===== src/sysele_consts.svh =====
// Assumes one 240 MHz clock domain and an 8-bit DIP word whose display codes are fixed here
`ifndef SYSELE_CONSTS_SVH
`define SYSELE_CONSTS_SVH

// ------------------------------
// Data path widths
// ------------------------------
`define SYSELE_SAMPLE_W 8
`define SYSELE_DLY_SEL_W 4
`define SYSELE_BER_W 6
`define SYSELE_CNT_W 16
`define SYSELE_LED_W 8

// Fixed part of every alignment delay, in cycles
`define SYSELE_DLY_MIN 32

// ------------------------------
// LED display codes on the DIP
// ------------------------------
`define SYSELE_CODE_AD1 8'd4
`define SYSELE_CODE_AD2 8'd5
`define SYSELE_CODE_BER_ERR 8'd6
`define SYSELE_CODE_BER_WORDS 8'd7

// Top DIP bit set selects a delay setting
`define SYSELE_CODE_DLY_AD1 8'd128
`define SYSELE_CODE_DLY_AD2 8'd129
`define SYSELE_CODE_DLY_VALID 8'd130

`endif


===== src/sysele_pkg.sv =====
// Types for the sample alignment and debug logic, widths come from the constants header
package sysele_pkg;

`include "sysele_consts.svh"

   // ------------------------------
   // Data path words
   // ------------------------------
   typedef logic [`SYSELE_SAMPLE_W-1:0] sample_t;
   typedef logic [`SYSELE_DLY_SEL_W-1:0] dly_sel_t;
   typedef logic [`SYSELE_BER_W-1:0] ber_word_t;
   typedef logic [`SYSELE_CNT_W-1:0] cnt_t;

   // Setting picked by the low DIP bits in adjust mode
   typedef enum logic [1:0] {
      DLY_TGT_AD1   = 2'd0,
      DLY_TGT_AD2   = 2'd1,
      DLY_TGT_VALID = 2'd2,
      DLY_TGT_NONE  = 2'd3
   } dly_target_e;

   // ------------------------------
   // DIP word, two views
   // ------------------------------
   // Plain code for the LED selector, adjust fields for the button logic
   typedef union packed {
      logic [7:0] code;
      struct packed {
         logic        adj_en;
         logic [4:0]  rsvd;
         dly_target_e target;
      } adj;
   } dip_word_u;

endpackage


===== src/status_if.sv =====
// Status bundle in the clk_i domain, no handshake so readers sample the levels directly
`timescale 1ns/100ps

interface status_if
   import sysele_pkg::*;
();

   // Alignment settings
   dly_sel_t ad1_delay;
   dly_sel_t ad2_delay;
   dly_sel_t valid_delay;

   // BER statistics
   cnt_t ber_errors;
   cnt_t ber_words;

   // Setting register block
   modport cfg (
      output ad1_delay,
      output ad2_delay,
      output valid_delay
   );

   // Error counter
   modport ber (
      output ber_errors,
      output ber_words
   );

   // LED selector sees everything
   modport view (
      input ad1_delay,
      input ad2_delay,
      input valid_delay,
      input ber_errors,
      input ber_words
   );

endinterface


===== src/ber_counter.sv =====
// Counts hold at all ones once full and are only cleared by reset
`timescale 1ns/100ps

`include "sysele_consts.svh"

module ber_counter
   import sysele_pkg::*;
(
   input  logic      clk_i,
   input  logic      rst_i,
   input  ber_word_t sent_i,
   input  ber_word_t recv_i,
   input  logic      valid_i,
   status_if.ber     ber
);

   // Wide enough for every bit of a word in error
   localparam int ERR_W = $clog2(`SYSELE_BER_W + 1);

   ber_word_t        diff;
   logic [ERR_W-1:0] nerr;

   cnt_t                  err_q;
   cnt_t                  words_q;
   logic [`SYSELE_CNT_W:0] err_sum;

   // ------------------------------
   // Bit error count of one word
   // ------------------------------
   always_comb begin
      diff = sent_i ^ recv_i;
      nerr = '0;
      for (int i = 0; i < `SYSELE_BER_W; i++) begin
         nerr = nerr + ERR_W'(diff[i]);
      end
   end

   // Carry out means the error count is full
   assign err_sum = {1'b0, err_q} + (`SYSELE_CNT_W + 1)'(nerr);

   // ------------------------------
   // Saturating counters
   // ------------------------------
   always_ff @(posedge clk_i) begin
      if (rst_i) begin
         err_q   <= '0;
         words_q <= '0;
      end else if (valid_i) begin
         err_q <= err_sum[`SYSELE_CNT_W] ? '1 : err_sum[`SYSELE_CNT_W-1:0];
         if (words_q != '1) begin
            words_q <= words_q + 1'b1;
         end
      end
   end

   assign ber.ber_errors = err_q;
   assign ber.ber_words  = words_q;

endmodule


===== src/btn_edge.sv =====
// Buttons are raw levels without debounce, a bouncing press may give more than one pulse
`timescale 1ns/100ps

module btn_edge (
   input  logic       clk_i,
   input  logic       rst_i,
   input  logic [2:0] btn_i,
   output logic [2:0] rise_o
);

   // Two-flop synchroniser
   logic [2:0] sync1_q;
   logic [2:0] sync2_q;

   // Previous synchronised level
   logic [2:0] edge_q;

   always_ff @(posedge clk_i) begin
      if (rst_i) begin
         sync1_q <= '0;
         sync2_q <= '0;
         edge_q  <= '0;
      end else begin
         sync1_q <= btn_i;
         sync2_q <= sync1_q;
         edge_q  <= sync2_q;
      end
   end

   // High for the single cycle where the level has just gone up
   assign rise_o = sync2_q & ~edge_q;

endmodule


===== src/delay_ctrl_regs.sv =====
// Presses act only with the adjust bit set, centre always clears all three settings
`timescale 1ns/100ps

module delay_ctrl_regs
   import sysele_pkg::*;
(
   input  logic        clk_i,
   input  logic        rst_i,
   input  logic [2:0]  rise_i,
   input  dip_word_u   dip_i,
   status_if.cfg       cfg
);

   // Pulse positions in rise_i
   localparam int BTN_N = 2;
   localparam int BTN_S = 1;
   localparam int BTN_C = 0;

   // One setting per target, indexed by the enum value
   dly_sel_t dly_q [3];

   logic adj_ok;

   // ------------------------------
   // DIP decode
   // ------------------------------
   assign adj_ok = dip_i.adj.adj_en && (dip_i.adj.target != DLY_TGT_NONE);

   // ------------------------------
   // Setting registers
   // ------------------------------
   always_ff @(posedge clk_i) begin
      if (rst_i) begin
         dly_q <= '{default: '0};
      end else if (rise_i[BTN_C]) begin
         // Global clear ignores the switches
         dly_q <= '{default: '0};
      end else if (adj_ok) begin
         if (rise_i[BTN_N]) begin
            if (dly_q[dip_i.adj.target] != '1) begin
               dly_q[dip_i.adj.target] <= dly_q[dip_i.adj.target] + 1'b1;
            end
         end else if (rise_i[BTN_S]) begin
            // Hold at zero
            if (dly_q[dip_i.adj.target] != '0) begin
               dly_q[dip_i.adj.target] <= dly_q[dip_i.adj.target] - 1'b1;
            end
         end
      end
   end

   assign cfg.ad1_delay   = dly_q[DLY_TGT_AD1];
   assign cfg.ad2_delay   = dly_q[DLY_TGT_AD2];
   assign cfg.valid_delay = dly_q[DLY_TGT_VALID];

endmodule


===== src/led_debug_mux.sv =====
// LEDs lag the DIP and the source by one cycle, undefined codes show all LEDs off
`timescale 1ns/100ps

`include "sysele_consts.svh"

module led_debug_mux
   import sysele_pkg::*;
(
   input  logic                     clk_i,
   input  logic                     rst_i,
   input  dip_word_u                dip_i,
   input  sample_t                  ad1_i,
   input  sample_t                  ad2_i,
   status_if.view                   view,
   output logic [`SYSELE_LED_W-1:0] led_o
);

   // Padding for the narrow delay settings
   localparam int PAD_W = `SYSELE_LED_W - `SYSELE_DLY_SEL_W;

   logic [`SYSELE_LED_W-1:0] sel_val;
   logic [`SYSELE_LED_W-1:0] led_q;

   // ------------------------------
   // Display code decode
   // ------------------------------
   always_comb begin
      case (dip_i.code)
         `SYSELE_CODE_AD1:       sel_val = ad1_i;
         `SYSELE_CODE_AD2:       sel_val = ad2_i;
         // Low byte only, the counters are wider than the LEDs
         `SYSELE_CODE_BER_ERR:   sel_val = view.ber_errors[`SYSELE_LED_W-1:0];
         `SYSELE_CODE_BER_WORDS: sel_val = view.ber_words[`SYSELE_LED_W-1:0];
         `SYSELE_CODE_DLY_AD1:   sel_val = {{PAD_W{1'b0}}, view.ad1_delay};
         `SYSELE_CODE_DLY_AD2:   sel_val = {{PAD_W{1'b0}}, view.ad2_delay};
         `SYSELE_CODE_DLY_VALID: sel_val = {{PAD_W{1'b0}}, view.valid_delay};
         default:                sel_val = '0;
      endcase
   end

   // Output register
   always_ff @(posedge clk_i) begin
      if (rst_i) begin
         led_q <= '0;
      end else begin
         led_q <= sel_val;
      end
   end

   assign led_o = led_q;

endmodule


===== src/sysele_top.sv =====
// Single clock domain with synchronous active-high reset, buttons are raw asynchronous levels
`timescale 1ns/100ps

`include "sysele_consts.svh"

module sysele_top (
   input  logic                        clk_i,
   input  logic                        rst_i,

   // Push buttons, active high
   input  logic                        btn_n_i,
   input  logic                        btn_s_i,
   input  logic                        btn_c_i,

   // Display code or adjust mode
   input  logic [7:0]                  dip_i,

   // ADC channels and their strobe
   input  logic [`SYSELE_SAMPLE_W-1:0] ad1_i,
   input  logic [`SYSELE_SAMPLE_W-1:0] ad2_i,
   input  logic                        ad_valid_i,

   // Raw BER words
   input  logic [`SYSELE_BER_W-1:0]    ber_sent_i,
   input  logic [`SYSELE_BER_W-1:0]    ber_recv_i,
   input  logic                        ber_valid_i,

   // Aligned samples
   output logic [`SYSELE_SAMPLE_W-1:0] ad1_o,
   output logic [`SYSELE_SAMPLE_W-1:0] ad2_o,
   output logic                        ad_valid_o,

   output logic [`SYSELE_LED_W-1:0]    led_o
);

   logic [2:0] btn_rise;

   status_if u_status ();

   // ------------------------------
   // Buttons and settings
   // ------------------------------
   btn_edge u_btn_edge (
      .clk_i  (clk_i),
      .rst_i  (rst_i),
      .btn_i  ({btn_n_i, btn_s_i, btn_c_i}),
      .rise_o (btn_rise)
   );

   delay_ctrl_regs u_delay_ctrl_regs (
      .clk_i  (clk_i),
      .rst_i  (rst_i),
      .rise_i (btn_rise),
      .dip_i  (dip_i),
      .cfg    (u_status.cfg)
   );

   // ------------------------------
   // Alignment delays
   // ------------------------------
   variable_delay #(.WIDTH(`SYSELE_SAMPLE_W)) u_ad1_delay (
      .clk_i  (clk_i),
      .rst_i  (rst_i),
      .din_i  (ad1_i),
      .sel_i  (u_status.ad1_delay),
      .dout_o (ad1_o)
   );

   variable_delay #(.WIDTH(`SYSELE_SAMPLE_W)) u_ad2_delay (
      .clk_i  (clk_i),
      .rst_i  (rst_i),
      .din_i  (ad2_i),
      .sel_i  (u_status.ad2_delay),
      .dout_o (ad2_o)
   );

   variable_delay #(.WIDTH(1)) u_valid_delay (
      .clk_i  (clk_i),
      .rst_i  (rst_i),
      .din_i  (ad_valid_i),
      .sel_i  (u_status.valid_delay),
      .dout_o (ad_valid_o)
   );

   // ------------------------------
   // Debug
   // ------------------------------
   ber_counter u_ber_counter (
      .clk_i   (clk_i),
      .rst_i   (rst_i),
      .sent_i  (ber_sent_i),
      .recv_i  (ber_recv_i),
      .valid_i (ber_valid_i),
      .ber     (u_status.ber)
   );

   // Shows the aligned samples, not the raw inputs
   led_debug_mux u_led_debug_mux (
      .clk_i (clk_i),
      .rst_i (rst_i),
      .dip_i (dip_i),
      .ad1_i (ad1_o),
      .ad2_i (ad2_o),
      .view  (u_status.view),
      .led_o (led_o)
   );

endmodule


===== src/variable_delay.sv =====
// Delay is SYSELE_DLY_MIN plus sel_i cycles, a new sel_i moves the tap in the same cycle
`timescale 1ns/100ps

`include "sysele_consts.svh"

module variable_delay
   import sysele_pkg::*;
#(
   parameter int WIDTH = `SYSELE_SAMPLE_W
) (
   input  logic             clk_i,
   input  logic             rst_i,
   input  logic [WIDTH-1:0] din_i,
   input  dly_sel_t         sel_i,
   output logic [WIDTH-1:0] dout_o
);

   // Enough stages for the largest setting
   localparam int DEPTH = `SYSELE_DLY_MIN + (1 << `SYSELE_DLY_SEL_W) - 1;

   // Stage k holds the input from k+1 cycles ago
   localparam int TAP_BASE = `SYSELE_DLY_MIN - 1;

   logic [WIDTH-1:0] line_q [DEPTH];

   // ------------------------------
   // Shift register
   // ------------------------------
   always_ff @(posedge clk_i) begin
      if (rst_i) begin
         line_q <= '{default: '0};
      end else begin
         line_q[0] <= din_i;
         for (int k = 1; k < DEPTH; k++) begin
            line_q[k] <= line_q[k-1];
         end
      end
   end

   // Tap select
   assign dout_o = line_q[TAP_BASE + int'(sel_i)];

endmodule

===== config.mk =====
export PLATFORM = sky130hd
export DESIGN_NAME = sysele_top
export DESIGN_NICKNAME = d
export VERILOG_FILES = /design/src/sysele_pkg.sv /design/src/status_if.sv /design/src/ber_counter.sv /design/src/btn_edge.sv /design/src/delay_ctrl_regs.sv /design/src/led_debug_mux.sv /design/src/sysele_top.sv /design/src/variable_delay.sv
export VERILOG_INCLUDE_DIRS = /design/src
export SDC_FILE = /design/constraint.sdc
export NUM_CORES = 1
export LEC_CHECK = 0
export ABC_AREA = 1
export ABC_CLOCK_PERIOD_IN_PS = 10150
export BUFFER_PORTS_ARGS = -buffer_cell sky130_fd_sc_hd__buf_2
export CAP_MARGIN = 10
export CORE_MARGIN = 2
export CORE_UTILIZATION = 46
export CTS_CLUSTER_SIZE = 28
export DETAILED_ROUTE_END_ITERATION = 16
export PLACE_DENSITY = 0.62
export SETUP_SLACK_MARGIN = 0.5
export SYNTH_ARGS = -nofsm -noshare
export SYNTH_HDL_FRONTEND = slang
export SYNTH_SLANG_ARGS = --single-unit

===== constraint.sdc =====
create_clock -name clk_i -period 10.15 [get_ports clk_i]
set_input_delay 1.5225 -clock clk_i [delete_from_list [all_inputs] [get_ports clk_i]]
set_output_delay 1.5225 -clock clk_i [all_outputs]
set_load 0.05 [all_outputs]

==> flow_summary.json <==
{
  "drc": 0,
  "wl_per_cell_um": 11.9,
  "final_nets": 4097,
  "layout_common_cells": "inv_1 (901), nor2_1 (877), dfxtp_1 (858)",
  "die_area_sq_um": 68200,
  "drive_gt1_share_pct": 6.11,
  "max_stage_delay_ns": 0.70,
  "min_period_ns": 5.83,
  "worst_slack_ns": 4.32,
  "grt_pass1_vias": 20899,
  "cp.required_ns": 8.63,
  "max_freq_ghz": 0.172,
  "crit_slowest_cell": "inv_2",
  "clkTransAtPathRegs_ns": 0.06,
  "cts_num_sinks": 860,
  "avgSynthCellArea_sq_um": 7.52,
  "swShare_pct": 22.3,
  "power.leakage_nw": 13.6,
  "ys_warn_count": 0,
  "dp_hpwl_mm": 34.7,
  "num_vias": 22350,
  "design_area_sq_um": 34100,
  "num_rows": 94,
  "ys_seq_area_share_pct": 56.6,
  "firstDrtPassIters": 5,
  "synthToLayoutAreaGrowth_pct": 12.2,
  "p_clk_share_pct": 46.1,
  "async_flop_share_pct": 0,
  "ant_nets": 0,
  "grt_usage_pct": 17.6,
  "gp_congestion": 0.843,
  "ys_ff_latch": 860,
  "postCtsSetupBuffers": 0,
  "syn_area_sq_um": 30400,
  "io_buffers": 67,
  "grt_first_pass_wirelength_mm": 99.9,
  "cts_buffers": 89,
  "cts_max_level": 3,
  "path_cells": "inv_2 > ha_2 > buf_4 > inv_2 > nand3_1 > nand3_1 > nand3_1 > nand3_1 > nand2_1 > buf_2",
  "synth_edf_count": 0,
  "floorplan.die.width_um": 261,
  "core_area_sq_um": 65600,
  "synth_cells": 4045,
  "synth_nets": 4103,
  "cts_resized": 0,
  "power.switching_mw": 1.51,
  "crit_family": "buffers and inverters",
  "initial_core_util_pct": 46.3,
  "ys.flop_type": "dfxtp_1",
  "final_common_cell": "inv_1",
  "cts_tree": "built",
  "finalHoldViolCount": 0,
  "fin_skew_ns": 0.0158,
  "antenna_found_initial": 2,
  "crit_top_cell": "nand3_1",
  "end_kind": "output pin",
  "p_comb_share_pct": 3.7,
  "vdd_ir_drop_max_uv": 139,
  "seqPwrFrac_pct": 50.2,
  "overflow": 0,
  "path_buf_inv": 4,
  "setup_viol_count_final": 0,
  "worstPathArrival_ns": 4.30,
  "maxCapViolCount": 0,
  "rsz0062_at_grt": "false",
  "finalMaxSlewViolations": 0,
  "postCtsHoldBufs": 0,
  "clock_path_buffers": 3,
  "tns_ns": 0,
  "tightest_slew_ns": 1.23,
  "status": "completed",
  "ios": 68,
  "cellInternalPower_mw": 5.27,
  "dpl_cell_area_sq_um": 31200,
  "cp-start-kind": "flip-flop",
  "hp-class": "flip-flop to flip-flop",
  "first_iter_violations": 1665,
  "critPathKind": "flip-flop to output pin",
  "slew_headroom_pct": 17.6,
  "min_period_over_period_pct": 57.4,
  "diodes": 0,
  "grt_max_degree": 256,
  "die_h_um": 261,
  "drt-total-wl_mm": 59.1,
  "vias_per_cell": 4.50,
  "pre_cts_slack_ns": 4.96,
  "insertion_delay_ns": 0.64,
  "cellPowerDensity_nw_per_um2": 199,
  "cp_max_fo": 58,
  "synth.distinct_cells": 39,
  "root_buffer": "clkbuf_16"
}
==> synthesized netlist by cell type (4+ instances only) <==
cell type | count | area [sq um]
inv_1 | 901 | 3380
nor2_1 | 877 | 3290
dfxtp_1 | 860 | 17200
nand2_1 | 592 | 2220
nand3_1 | 408 | 2040
clkbuf_1 | 113 | 424
a21oi_1 | 57 | 285
buf_2 | 53 | 265
o21ai_0 | 48 | 240
inv_2 | 13 | 48.8
xnor2_1 | 12 | 105
ha_1 | 11 | 138
nor3_1 | 11 | 55.1
buf_1 | 10 | 37.5
xor2_1 | 10 | 87.6
nand4_1 | 9 | 56.3
o21ai_1 | 9 | 45.0
nand3b_1 | 5 | 37.5
o22ai_1 | 5 | 31.3
buf_4 | 4 | 30.0
fa_1 | 4 | 80.1
==> per-stage QoR <==
| stage | util (%) | hold slack, ns | power (mW) | cells |
|---|---|---|---|---|
| after CTS | 51.9 | 0.394 | 6.87 | 4969 |
| after global routing | 52.0 | 0.409 | 7.03 | 4970 |
| after detailed placement | 47.6 | 0.392 | 3.73 | 4811 |
| after floorplan | - | 0.388 | 3.66 | 4045 |
| final | 52.0 | 0.390 | 6.78 | 4970 |
| after global placement | 47.6 | 0.388 | 3.73 | 4811 |
==> power by group through the flow <==
stage / Clock (mW) / Combinational, mW / Sequential, mW
detailed placement: 0 / 0.253 / 3.48
floorplan: 0 / 0.189 / 3.47
CTS: 3.21 / 0.254 / 3.40
finish: 3.12 / 0.252 / 3.40
global route: 3.35 / 0.283 / 3.40
global placement: 0 / 0.251 / 3.48
==> state kept, by name, indices dropped and copies added, names as in the netlist, 8 cells and up <==
name                          flops
u_ber_counter.ber.ber_errors     16
u_ad1_delay.line_q              376
u_valid_delay.line_q             47
u_ber_counter.ber.ber_words      16
u_ad2_delay.line_q              376
u_led_debug_mux.led_o             8
==> area by class of cell <==
cell class                 instances  area (sq um)
tap                              864          1080
timing repair buffer              84           518
clock inverter                    28           295
sequential                       860         17200
inverter                         914          3430
fill                            6404         31500
multi-input combinational       2090          9010
clock buffer                     130          2550
==> metal layers <==
metal / wire (um) / track usage (%) / part of all wire, %
met1: 28500 / 23.9 / 48
met2: 26500 / 28.5 / 45
met3: 2790 / 3.36 / 4.7
met4: 1270 / 5.26 / 2.2
met5: 30 / 0 / 0.051
==> worst min-delay path: cells and delay by family (launching register included) <==
family / cells / cell delay, ns
buffers and inverters: 1 / 0.04
DFF: 1 / 0.29
and+or+nand+nor: 1 / 0.03
==> kinds of logic after synthesis <==
group / synth area share [%]
fa+ha+maj: 0.716
buf+inv: 13.8
flops: 56.6
xor+xnor: 0.633
simple gates: 25.9
compound gates: 2.33
==> worst paths after layout <==
kind | startpoint | to | slack (ns) | depth (start not counted)
worst max-delay path | u_delay_ctrl_regs.cfg.ad2_delay[0] | ad2_o[5] | 4.32 | 10
worst min-delay path | u_ad1_delay.line_q[209] | u_ad1_delay.line_q[201] | 0.39 | 2
worst max register to register | u_delay_ctrl_regs.cfg.ad1_delay[0] | u_led_debug_mux.led_o[5] | 6.21 | 14
worst min register to register | u_ad1_delay.line_q[209] | u_ad1_delay.line_q[201] | 0.39 | 2
Note: power is estimated with default switching activity, not from simulation.
